==> src/uart_settings.svh <==
`ifndef UART_SETTINGS_SVH
`define UART_SETTINGS_SVH

// Serial bit period in clock cycles
`define UART_BIT_CYCLES 16

// Entries per FIFO, power of two
`define UART_FIFO_DEPTH 16

// Fill count, must hold the value UART_FIFO_DEPTH
`define UART_FIFO_COUNT_WIDTH 5

// Local bus widths
`define UART_ADDR_WIDTH 4
`define UART_DATA_WIDTH 32

`endif
==> src/uart_pkg.sv <==
`include "uart_settings.svh"

package uart_pkg;

    // Local bus request, strobes are single cycle
    typedef struct packed {
        logic [`UART_ADDR_WIDTH-1:0] adr;
        logic                        wr;     // Write strobe
        logic                        rd;     // Read strobe
        logic [`UART_DATA_WIDTH-1:0] din;
    } lb_req_t;

    typedef struct packed {
        logic [`UART_DATA_WIDTH-1:0] dout;
        logic                        vld;    // One cycle after the read strobe
    } lb_rsp_t;

    // FIFO fill state
    typedef struct packed {
        logic                              empty;
        logic                              full;
        logic [`UART_FIFO_COUNT_WIDTH-1:0] words;
    } fifo_status_t;

    typedef enum logic [`UART_ADDR_WIDTH-1:0] {
        addr_ctl     = 4'd0,
        addr_status  = 4'd1,
        addr_tx_data = 4'd2,
        addr_rx_data = 4'd3
    } reg_addr_t;

    // Shared by both serial state machines
    typedef enum logic {
        st_idle,
        st_shift
    } line_state_t;

    // Status register bit positions
    localparam int STA_TX_EMPTY    = 0;
    localparam int STA_TX_FULL     = 1;
    localparam int STA_TX_WORDS    = 2;
    localparam int STA_RX_EMPTY    = 8;
    localparam int STA_RX_FULL     = 9;
    localparam int STA_RX_WORDS    = 10;
    localparam int STA_WORDS_WIDTH = 6;

    localparam int CTL_RUN = 0;     // Control register run bit

endpackage

==> src/uart_top.sv <==
`timescale 1ns/1ps
`include "uart_settings.svh"

module uart_top
(
    input  logic              CLK_IN,
    input  logic              RST_IN,
    input  uart_pkg::lb_req_t lb_req,
    output uart_pkg::lb_rsp_t lb_rsp,
    input  logic              rx_line,
    output logic              tx_line
);

    uart_pkg::fifo_status_t tx_status;
    uart_pkg::fifo_status_t rx_status;
    logic                   run;
    logic                   fifo_clear;
    logic                   tx_push;
    logic [7:0]             tx_byte;
    logic                   tx_pop;
    logic [7:0]             tx_head;
    logic                   rx_push;
    logic [7:0]             rx_byte;
    logic                   rx_pop;
    logic [7:0]             rx_head;

    assign fifo_clear = ~run;   // Both FIFOs held empty while stopped

    uart_regs regs
    (
        .CLK_IN    (CLK_IN),
        .RST_IN    (RST_IN),
        .lb_req    (lb_req),
        .lb_rsp    (lb_rsp),
        .tx_status (tx_status),
        .rx_status (rx_status),
        .rx_head   (rx_head),
        .run       (run),
        .tx_push   (tx_push),
        .tx_byte   (tx_byte),
        .rx_pop    (rx_pop)
    );

    uart_fifo #(.DEPTH(`UART_FIFO_DEPTH)) tx_fifo
    (
        .CLK_IN (CLK_IN),
        .RST_IN (RST_IN),
        .clear  (fifo_clear),
        .push   (tx_push),
        .din    (tx_byte),
        .pop    (tx_pop),
        .head   (tx_head),
        .status (tx_status)
    );

    uart_tx_serializer tx_ser
    (
        .CLK_IN     (CLK_IN),
        .RST_IN     (RST_IN),
        .run        (run),
        .fifo_empty (tx_status.empty),
        .fifo_head  (tx_head),
        .pop        (tx_pop),
        .tx_line    (tx_line)
    );

    uart_rx_deserializer rx_des
    (
        .CLK_IN  (CLK_IN),
        .RST_IN  (RST_IN),
        .run     (run),
        .rx_line (rx_line),
        .push    (rx_push),
        .rx_byte (rx_byte)
    );

    uart_fifo #(.DEPTH(`UART_FIFO_DEPTH)) rx_fifo
    (
        .CLK_IN (CLK_IN),
        .RST_IN (RST_IN),
        .clear  (fifo_clear),
        .push   (rx_push),
        .din    (rx_byte),
        .pop    (rx_pop),
        .head   (rx_head),
        .status (rx_status)
    );

endmodule

==> src/uart_rx_deserializer.sv <==
`timescale 1ns/1ps
`include "uart_settings.svh"

module uart_rx_deserializer
(
    input  logic       CLK_IN,
    input  logic       RST_IN,
    input  logic       run,
    input  logic       rx_line,
    output logic       push,
    output logic [7:0] rx_byte
);

    localparam int         BW       = $clog2(`UART_BIT_CYCLES + 1);
    localparam logic [3:0] STOP_BIT = 4'd9;    // Start is 0, data 1 to 8

    uart_pkg::line_state_t state;
    uart_pkg::line_state_t state_nxt;
    logic                  rx_meta;
    logic                  rx_sync;
    logic                  rx_prev;
    logic                  fall;
    logic [BW-1:0]         beat_cnt;
    logic                  beat;
    logic                  start_ld;
    logic                  bit_inc;
    logic                  shft_nxt;
    logic [3:0]            bit_cnt;
    logic [7:0]            shft;

    assign fall = rx_prev && !rx_sync;
    assign beat = (state == uart_pkg::st_shift) && (beat_cnt == '0);    // Mid-bit sample

    always_comb
    begin
        state_nxt = state;
        start_ld  = 1'b0;
        bit_inc   = 1'b0;
        shft_nxt  = 1'b0;
        push      = 1'b0;
        case (state)
            uart_pkg::st_idle:
            begin
                if (fall)
                begin
                    start_ld  = 1'b1;
                    state_nxt = uart_pkg::st_shift;
                end
            end
            uart_pkg::st_shift:
            begin
                if (beat)
                begin
                    if (bit_cnt == '0)
                    begin
                        // High sample means a glitch, not a start bit
                        if (rx_sync)
                            state_nxt = uart_pkg::st_idle;
                        else
                            bit_inc = 1'b1;
                    end
                    else if (bit_cnt == STOP_BIT)
                    begin
                        push      = rx_sync;    // Bad stop bit drops the frame
                        state_nxt = uart_pkg::st_idle;
                    end
                    else
                    begin
                        shft_nxt = 1'b1;
                        bit_inc  = 1'b1;
                    end
                end
            end
            default: state_nxt = uart_pkg::st_idle;
        endcase
    end

    always_ff @(posedge CLK_IN or posedge RST_IN)
    begin
        if (RST_IN)
        begin
            rx_meta  <= 1'b1;
            rx_sync  <= 1'b1;
            rx_prev  <= 1'b1;
            state    <= uart_pkg::st_idle;
            beat_cnt <= '0;
            bit_cnt  <= '0;
        end
        else
        begin
            rx_meta <= rx_line;                 // Two-flop synchronizer
            rx_sync <= rx_meta;
            rx_prev <= rx_sync;
            state   <= run ? state_nxt : uart_pkg::st_idle;
            if (start_ld)
                beat_cnt <= BW'(`UART_BIT_CYCLES / 2 - 1);    // Half period to mid start bit
            else if (beat)
                beat_cnt <= BW'(`UART_BIT_CYCLES - 1);
            else if (beat_cnt != '0)
                beat_cnt <= beat_cnt - 1'b1;
            if (start_ld)
                bit_cnt <= '0;
            else if (bit_inc)
                bit_cnt <= bit_cnt + 1'b1;
        end
    end

    // LSB arrives first, so fill from the top
    always_ff @(posedge CLK_IN)
    begin
        if (shft_nxt)
            shft <= {rx_sync, shft[7:1]};
    end

    assign rx_byte = shft;

endmodule

==> src/uart_tx_serializer.sv <==
`timescale 1ns/1ps
`include "uart_settings.svh"

module uart_tx_serializer
(
    input  logic       CLK_IN,
    input  logic       RST_IN,
    input  logic       run,
    input  logic       fifo_empty,
    input  logic [7:0] fifo_head,
    output logic       pop,
    output logic       tx_line
);

    localparam int BW = $clog2(`UART_BIT_CYCLES + 1);

    uart_pkg::line_state_t state;
    uart_pkg::line_state_t state_nxt;
    logic [BW-1:0]         beat_cnt;
    logic                  beat;            // One cycle per bit period
    logic [8:0]            shft;            // Data byte plus start bit
    logic                  shft_ld;
    logic                  shft_nxt;
    logic [3:0]            bit_cnt;
    logic                  bit_cnt_dec;

    // Beat generator, free running while run is set
    always_ff @(posedge CLK_IN or posedge RST_IN)
    begin
        if (RST_IN)
        begin
            beat_cnt <= BW'(`UART_BIT_CYCLES - 1);
            beat     <= 1'b0;
        end
        else if (!run)
        begin
            beat_cnt <= BW'(`UART_BIT_CYCLES - 1);
            beat     <= 1'b0;
        end
        else
        begin
            beat     <= (beat_cnt == '0);
            beat_cnt <= (beat_cnt == '0) ? BW'(`UART_BIT_CYCLES - 1) : beat_cnt - 1'b1;
        end
    end

    always_comb
    begin
        state_nxt   = state;
        pop         = 1'b0;
        shft_ld     = 1'b0;
        shft_nxt    = 1'b0;
        bit_cnt_dec = 1'b0;
        case (state)
            uart_pkg::st_idle:
            begin
                if (beat && !fifo_empty)
                begin
                    pop       = 1'b1;
                    shft_ld   = 1'b1;
                    state_nxt = uart_pkg::st_shift;
                end
            end
            uart_pkg::st_shift:
            begin
                if (beat)
                begin
                    if (bit_cnt != '0)
                    begin
                        shft_nxt    = 1'b1;
                        bit_cnt_dec = 1'b1;
                    end
                    else if (!fifo_empty)
                    begin
                        // Stop bit done, next frame follows directly
                        pop     = 1'b1;
                        shft_ld = 1'b1;
                    end
                    else
                        state_nxt = uart_pkg::st_idle;
                end
            end
            default: state_nxt = uart_pkg::st_idle;
        endcase
    end

    always_ff @(posedge CLK_IN or posedge RST_IN)
    begin
        if (RST_IN)
        begin
            state   <= uart_pkg::st_idle;
            bit_cnt <= '0;
            tx_line <= 1'b1;
        end
        else
        begin
            state   <= run ? state_nxt : uart_pkg::st_idle;
            tx_line <= run ? shft[0] : 1'b1;    // Idle line is high
            if (shft_ld)
                bit_cnt <= 4'd9;                // Eight data bits and stop bit
            else if (bit_cnt_dec)
                bit_cnt <= bit_cnt - 1'b1;
        end
    end

    // Shift register, ones fill in behind the data
    always_ff @(posedge CLK_IN)
    begin
        if (!run)
            shft <= '1;
        else if (shft_ld)
            shft <= {fifo_head, 1'b0};
        else if (shft_nxt)
            shft <= {1'b1, shft[8:1]};
    end

endmodule

==> src/uart_regs.sv <==
`timescale 1ns/1ps

module uart_regs
(
    input  logic                   CLK_IN,
    input  logic                   RST_IN,
    input  uart_pkg::lb_req_t      lb_req,
    output uart_pkg::lb_rsp_t      lb_rsp,
    input  uart_pkg::fifo_status_t tx_status,
    input  uart_pkg::fifo_status_t rx_status,
    input  logic [7:0]             rx_head,
    output logic                   run,
    output logic                   tx_push,
    output logic [7:0]             tx_byte,
    output logic                   rx_pop
);

    localparam int STATUS_WIDTH = 16;
    localparam int WW           = uart_pkg::STA_WORDS_WIDTH;

    uart_pkg::lb_req_t       req_q;         // Bus request, one cycle late
    uart_pkg::reg_addr_t     addr;
    logic                    ctl_sel;
    logic                    sta_sel;
    logic                    txd_sel;
    logic                    rxd_sel;
    logic                    ctl_run_q;
    logic [STATUS_WIDTH-1:0] status_word;
    logic [7:0]              rx_last;       // Byte of the last pop

    always_ff @(posedge CLK_IN or posedge RST_IN)
    begin
        if (RST_IN)
            req_q <= '0;
        else
            req_q <= lb_req;
    end

    assign addr = uart_pkg::reg_addr_t'(req_q.adr);

    // Address decode
    always_comb
    begin
        ctl_sel = 1'b0;
        sta_sel = 1'b0;
        txd_sel = 1'b0;
        rxd_sel = 1'b0;
        case (addr)
            uart_pkg::addr_ctl:     ctl_sel = 1'b1;
            uart_pkg::addr_status:  sta_sel = 1'b1;
            uart_pkg::addr_tx_data: txd_sel = 1'b1;
            uart_pkg::addr_rx_data: rxd_sel = 1'b1;
            default: ;
        endcase
    end

    // Control register and last received byte
    always_ff @(posedge CLK_IN or posedge RST_IN)
    begin
        if (RST_IN)
        begin
            ctl_run_q <= 1'b0;
            rx_last   <= '0;
        end
        else
        begin
            if (req_q.wr && ctl_sel)
                ctl_run_q <= req_q.din[uart_pkg::CTL_RUN];
            if (rx_pop)
                rx_last <= rx_head;
        end
    end

    assign run = ctl_run_q;

    always_comb
    begin
        status_word = '0;
        status_word[uart_pkg::STA_TX_EMPTY]       = tx_status.empty;
        status_word[uart_pkg::STA_TX_FULL]        = tx_status.full;
        status_word[uart_pkg::STA_TX_WORDS +: WW] = WW'(tx_status.words);
        status_word[uart_pkg::STA_RX_EMPTY]       = rx_status.empty;
        status_word[uart_pkg::STA_RX_FULL]        = rx_status.full;
        status_word[uart_pkg::STA_RX_WORDS +: WW] = WW'(rx_status.words);
    end

    // Read data, valid in the cycle after the strobe
    always_comb
    begin
        lb_rsp.dout = '0;
        lb_rsp.vld  = req_q.rd;
        if (ctl_sel)
            lb_rsp.dout[uart_pkg::CTL_RUN] = ctl_run_q;
        else if (sta_sel)
            lb_rsp.dout[STATUS_WIDTH-1:0] = status_word;
        else if (rxd_sel)
            lb_rsp.dout[7:0] = rx_status.empty ? rx_last : rx_head;
    end

    assign tx_push = req_q.wr && txd_sel;
    assign tx_byte = req_q.din[7:0];
    assign rx_pop  = req_q.rd && rxd_sel && !rx_status.empty;   // Pops at the end of the cycle

endmodule

==> src/uart_fifo.sv <==
`timescale 1ns/1ps
`include "uart_settings.svh"

module uart_fifo
#(
    parameter int DEPTH = `UART_FIFO_DEPTH
)
(
    input  logic                   CLK_IN,
    input  logic                   RST_IN,
    input  logic                   clear,
    input  logic                   push,
    input  logic [7:0]             din,
    input  logic                   pop,
    output logic [7:0]             head,
    output uart_pkg::fifo_status_t status
);

    localparam int PTR_WIDTH = $clog2(DEPTH);

    logic [7:0]                        mem [DEPTH];
    logic [PTR_WIDTH-1:0]              wr_ptr;
    logic [PTR_WIDTH-1:0]              rd_ptr;
    logic [`UART_FIFO_COUNT_WIDTH-1:0] count_nxt;
    logic                              do_push;
    logic                              do_pop;

    assign do_push = push && !status.full;     // Push while full is dropped
    assign do_pop  = pop && !status.empty;

    always_comb
    begin
        case ({do_push, do_pop})
            2'b10:   count_nxt = status.words + 1'b1;
            2'b01:   count_nxt = status.words - 1'b1;
            default: count_nxt = status.words;
        endcase
    end

    // Pointers and registered status
    always_ff @(posedge CLK_IN or posedge RST_IN)
    begin
        if (RST_IN)
        begin
            wr_ptr <= '0;
            rd_ptr <= '0;
            status <= '{empty: 1'b1, full: 1'b0, words: '0};
        end
        else if (clear)
        begin
            wr_ptr <= '0;
            rd_ptr <= '0;
            status <= '{empty: 1'b1, full: 1'b0, words: '0};
        end
        else
        begin
            if (do_push)
                wr_ptr <= wr_ptr + 1'b1;    // Wraps, depth is a power of two
            if (do_pop)
                rd_ptr <= rd_ptr + 1'b1;
            status.words <= count_nxt;
            status.empty <= (count_nxt == '0);
            status.full  <= (count_nxt == DEPTH);
        end
    end

    always_ff @(posedge CLK_IN)
    begin
        if (do_push)
            mem[wr_ptr] <= din;
    end

    // Show-ahead output
    assign head = mem[rd_ptr];

endmodule

==> config.mk <==
export PLATFORM = sky130hd
export DESIGN_NAME = uart_top
export DESIGN_NICKNAME = d
export VERILOG_FILES = /design/src/uart_pkg.sv /design/src/uart_top.sv /design/src/uart_rx_deserializer.sv /design/src/uart_tx_serializer.sv /design/src/uart_regs.sv /design/src/uart_fifo.sv
export VERILOG_INCLUDE_DIRS = /design/src /design/src/src
export SDC_FILE = /design/constraint.sdc
export NUM_CORES = 1
export LEC_CHECK = 0
export BUFFER_PORTS_ARGS = -buffer_cell sky130_fd_sc_hd__buf_2
export CELL_PAD_IN_SITES_DETAIL_PLACEMENT = 1
export CELL_PAD_IN_SITES_GLOBAL_PLACEMENT = 2
export CORE_ASPECT_RATIO = 1.75
export CORE_MARGIN = 4
export CORE_UTILIZATION = 49
export DETAILED_ROUTE_END_ITERATION = 8
export PLACE_DENSITY = 0.89
export SLEW_MARGIN = 10
export SYNTH_ARGS = -nofsm -noshare
export SYNTH_HDL_FRONTEND = slang
export SYNTH_SLANG_ARGS = --single-unit
==> constraint.sdc <==
create_clock -name CLK_IN -period 6.2 [get_ports CLK_IN]
set_input_delay 0.62 -clock CLK_IN [delete_from_list [all_inputs] [get_ports CLK_IN]]
set_output_delay 0.62 -clock CLK_IN [all_outputs]
set_load 0.03 [all_outputs]
==> summary.txt <==
Run status
  • Outcome: finished, final reports clean

Logic synthesis
  • Synth cell types: 59
  • Synth area leader: edfxtp_1
  • Part of the Yosys area used for sequential elements: 69.3%
  • Syn Area/Cell: approximately 17 um2
  • Area share of the leading cell type in the synthesized netlist: 54.6%
  • Count leader, synth: edfxtp_1
  • Syn Std Cell Area: between 10000 and 15000 um2
  • Yosys warnings: 0
  • Top cells by area, synth: edfxtp_1, mux4_2, dfrtp_1
  • Most frequent cells after synthesis: edfxtp_1, mux4_2, dfrtp_1
  • Post-Synthesis Cells: 860
  • FF+latch count, synth: 351
  • Top FF cell, synth: edfxtp_1
  • EDFF count, synth: 264
  • Post-synth ARST share: 22.2%

Cells and area
  • Count of non-filler cells in the finished layout: 1300
  • Fraction of layout cells with a size suffix above 1: 23.6%
  • P&R area growth vs syn: 10.2%
  • Antenna cells: 0
  • Final #Nets: ~960

Clock tree
  • CTS max path bufs: 3
  • CTS tree: built
  • Root Driver: clkbuf_16
  • H-tree depth: 1
  • Worst-path clk slew: 0.07 ns
  • Clk_lat worst skew: around 0.56 ns
  • CTS sink cnt: roughly 350
  • CTS resizes: 0
  • TritonCTS buffer count: 30

Timing
  • Fin crit period: 4.14 ns
  • FMAX: 0.242 GHz
  • Final setup vio count: 0
  • Hold Violations, Final: 0
  • Sum Neg Setup Slack: 0 ns
  • Setup Skew: 0.0176 ns
  • Slew @ Worst Pin: 1.15 ns
  • Final worst path period share: 66.8%
  • RSZ-0062 raised after global routing: false
  • Slew headroom: 22.4%
  • Final Max Tran Viols: 0

Floorplanning
  • Die height: 236 um
  • Initial Util: between 40% and 50%
  • Ports: between 70 and 80
  • Rows: 83
  • Die width: about 140 um
  • Die area: 32600 um2
  • Core area: 29300 um2

Critical path
  • Setup crit start kind: register
  • CP Capture Type: register
  • Critical path class: register to register
  • CP arrival: 4.63 ns
  • Data required, critical path: 6.69 ns
  • Largest fanout on the critical path: 8

Pwr
  • Psw: 960 uW
  • Switch share: 20.9%
  • Seq pwr share: 56.3%
  • Internal: 3630 uW
  • Worst vdd ir: 0.000248 V
  • Gate power share: between 3 and 4%
  • Cell Pwr Density: 287 nW/um2
  • Cell leakage power: 0.00565 uW
  • Clock Power Share: between 40% and 50%

Detailed routing
  • Avg Vias per Cell: between 5 and 6
  • DR iter-0 viols: around 430
  • WL/cell: around 23 um
  • Post-Route WL: 30200 um
  • Drt pass-1 iters: 4
  • # DRC: 0
  • Vias: 7241
  • Routed Antenna Nets: 0

Flow run
  • Max cap viols: 0

Global routing
  • Final global-route overflow total: 0
  • Largest net degree at the start of global routing: 66
  • First-pass GRT wire length: 48200 um
  • Vias in the first global route: 8216
  • Total track usage: 19.2%
  • Initial antenna violation count: 1

Place
  • Post-DP HPWL: about 22000 um
  • Placer Congestion: 0.808
  • Cells after DPL: 1244
  • Port-buffer cells: 33

Hold path
  • Min-delay worst type: input port to register
-- routing by layer --
metal / global-route usage [%] / wire (um) / vias to the layer above
li1: - / - / 3294
met1: 20.0 / 10000 / 3758
met3: 2.45 / 1020 / 57
met4: 6.50 / 950 / 2
met5: 0 / 8 / -
met2: 38.7 / 18200 / 130
-- per-stage QoR --
stage	total power, uW	hold slack (ns)	area [um2]	utilization (%)	setup WS, ns
after floorplan	2740	0.345	14600	-	2.86
after CTS	4650	0.120	16000	54.7	1.95
final	4590	0.152	16000	54.7	2.06
after global routing	4770	0.117	16000	54.7	1.66
after global placement	2780	0.346	15000	51.3	2.14
after detailed placement	2790	0.351	15000	51.3	1.99
-- power groups by stage --
stage	logic, uW	registers [uW]	clock network [uW]
finish	147	2580	1860
detailed placement	150	2640	0
CTS	152	2580	1910
global placement	145	2630	0
floorplan	117	2620	0
global route	168	2590	2010
-- cells in the final DEF, fill, tap and decap left out, types with 4 or more instances in the layout --
cell type   netlist  final
mux2i_1          15     15
nor2_1           44     44
nor4_1            7      7
clkinv_2          0      7
buf_2             6     33
and2_1           24     24
nand2b_1         10     10
clkbuf_16         0     31
o31ai_1           4      4
xnor2_1          12     12
nor3_2            0      4
ha_1             22     22
dfstp_2          10     10
inv_1            26     25
conb_1            1     17
nand2_1          59     59
clkinvlp_4        0      7
dfxtp_1           9      9
a21oi_1          18     18
nor3b_1           5      4
buf_4            23     11
and3_1            9      9
nand4_1           5      5
mux4_2           79     79
o21ai_0          26     26
nor3_1            8      4
nand3_1          14     14
dfrtp_1          68     66
edfxtp_1        264    264
mux2_2           11     11
xor2_1           18     18
-- layout make-up --
cell class / instances / area, um2
Clock inverter: 24 / 220
Multi-Input combinational cell: 438 / 4100
Fill cell: 2717 / 13300
Timing Repair Buffer: 45 / 258
Inverter: 29 / 110
Sequential cell: 351 / 10100
Tap cell: 382 / 478
Clock buffer: 31 / 776
-- logic make-up after synthesis --
| logic type | after synthesis | share of synthesized area (%) |
|---|---|---|
| simple gates | 202 | 7.23 |
| flops | 351 | 69.3 |
| fa+ha+maj | 22 | 1.89 |
| other cells | 1 | 0.0258 |
| buf+inv | 87 | 3.05 |
| mux | 105 | 14.1 |
| compound gates | 62 | 2.53 |
| xor+xnor | 30 | 1.81 |
-- critical path, stage by stage (launching register included) --
cell and delay (ns):
dfrtp_1 0.38, inv_1 0.11, ha_1 0.18, nor4b_4 0.42, nand2_4 0.14, nor4_4 0.71
inv_2 0.20, ha_1 0.34, xor2_1 0.17, ha_1 0.22, nor4bb_1 0.30, a21oi_1 0.08
o31ai_1 0.27, xor2_1 0.23, and2_1 0.16, nor2b_1 0.12
-- registers in the layout, indices dropped and copies added (netlist names), 4 cells and up --
name and cells:
regs.addr 4, regs.rx_last 8, regs.tx_byte 8, rx_des.beat_cnt 5
rx_des.bit_cnt 4, rx_des.rx_byte 8, rx_fifo.mem 128, rx_fifo.rd_ptr 4
rx_fifo.status 7, rx_fifo.wr_ptr 4, tx_fifo.mem 128, tx_fifo.rd_ptr 4
tx_fifo.status 7, tx_fifo.wr_ptr 4, tx_ser.beat_cnt 5, tx_ser.bit_cnt 4
tx_ser.shft 9
-- timing repair --
| item | in CTS | in global routing |
|---|---|---|
| setup endpoints to repair | 0 | 0 |
| buffers inserted | 0 | 0 |
| hold buffers | 1 | 0 |
| endpoints found under the hold margin | 12 | 0 |
-- path summary, 6_finish.rpt --
check	slack (ns)	to	from	cells past startpoint
setup / recovery	2.06	rx_fifo.status[5]$_DFF_PP0_	rx_des.beat_cnt[0]$_DFFE_PP0P_	15
hold / removal	0.15	rx_des.rx_meta$_DFF_PP1_	rx_line	1
setup reg to reg	2.06	rx_fifo.status[5]$_DFF_PP0_	rx_des.beat_cnt[0]$_DFFE_PP0P_	15
hold reg to reg	0.36	rx_des.rx_sync$_DFF_PP1_	rx_des.rx_meta$_DFF_PP1_	0
max in group asynchronous	4.49	rx_fifo.rd_ptr[0]$_DFFE_PP0P_	RST_IN	4
min in group asynchronous	0.52	tx_ser.bit_cnt[0]$_DFFE_PP0P_	RST_IN	3
Power figures use the tool's default switching activity.
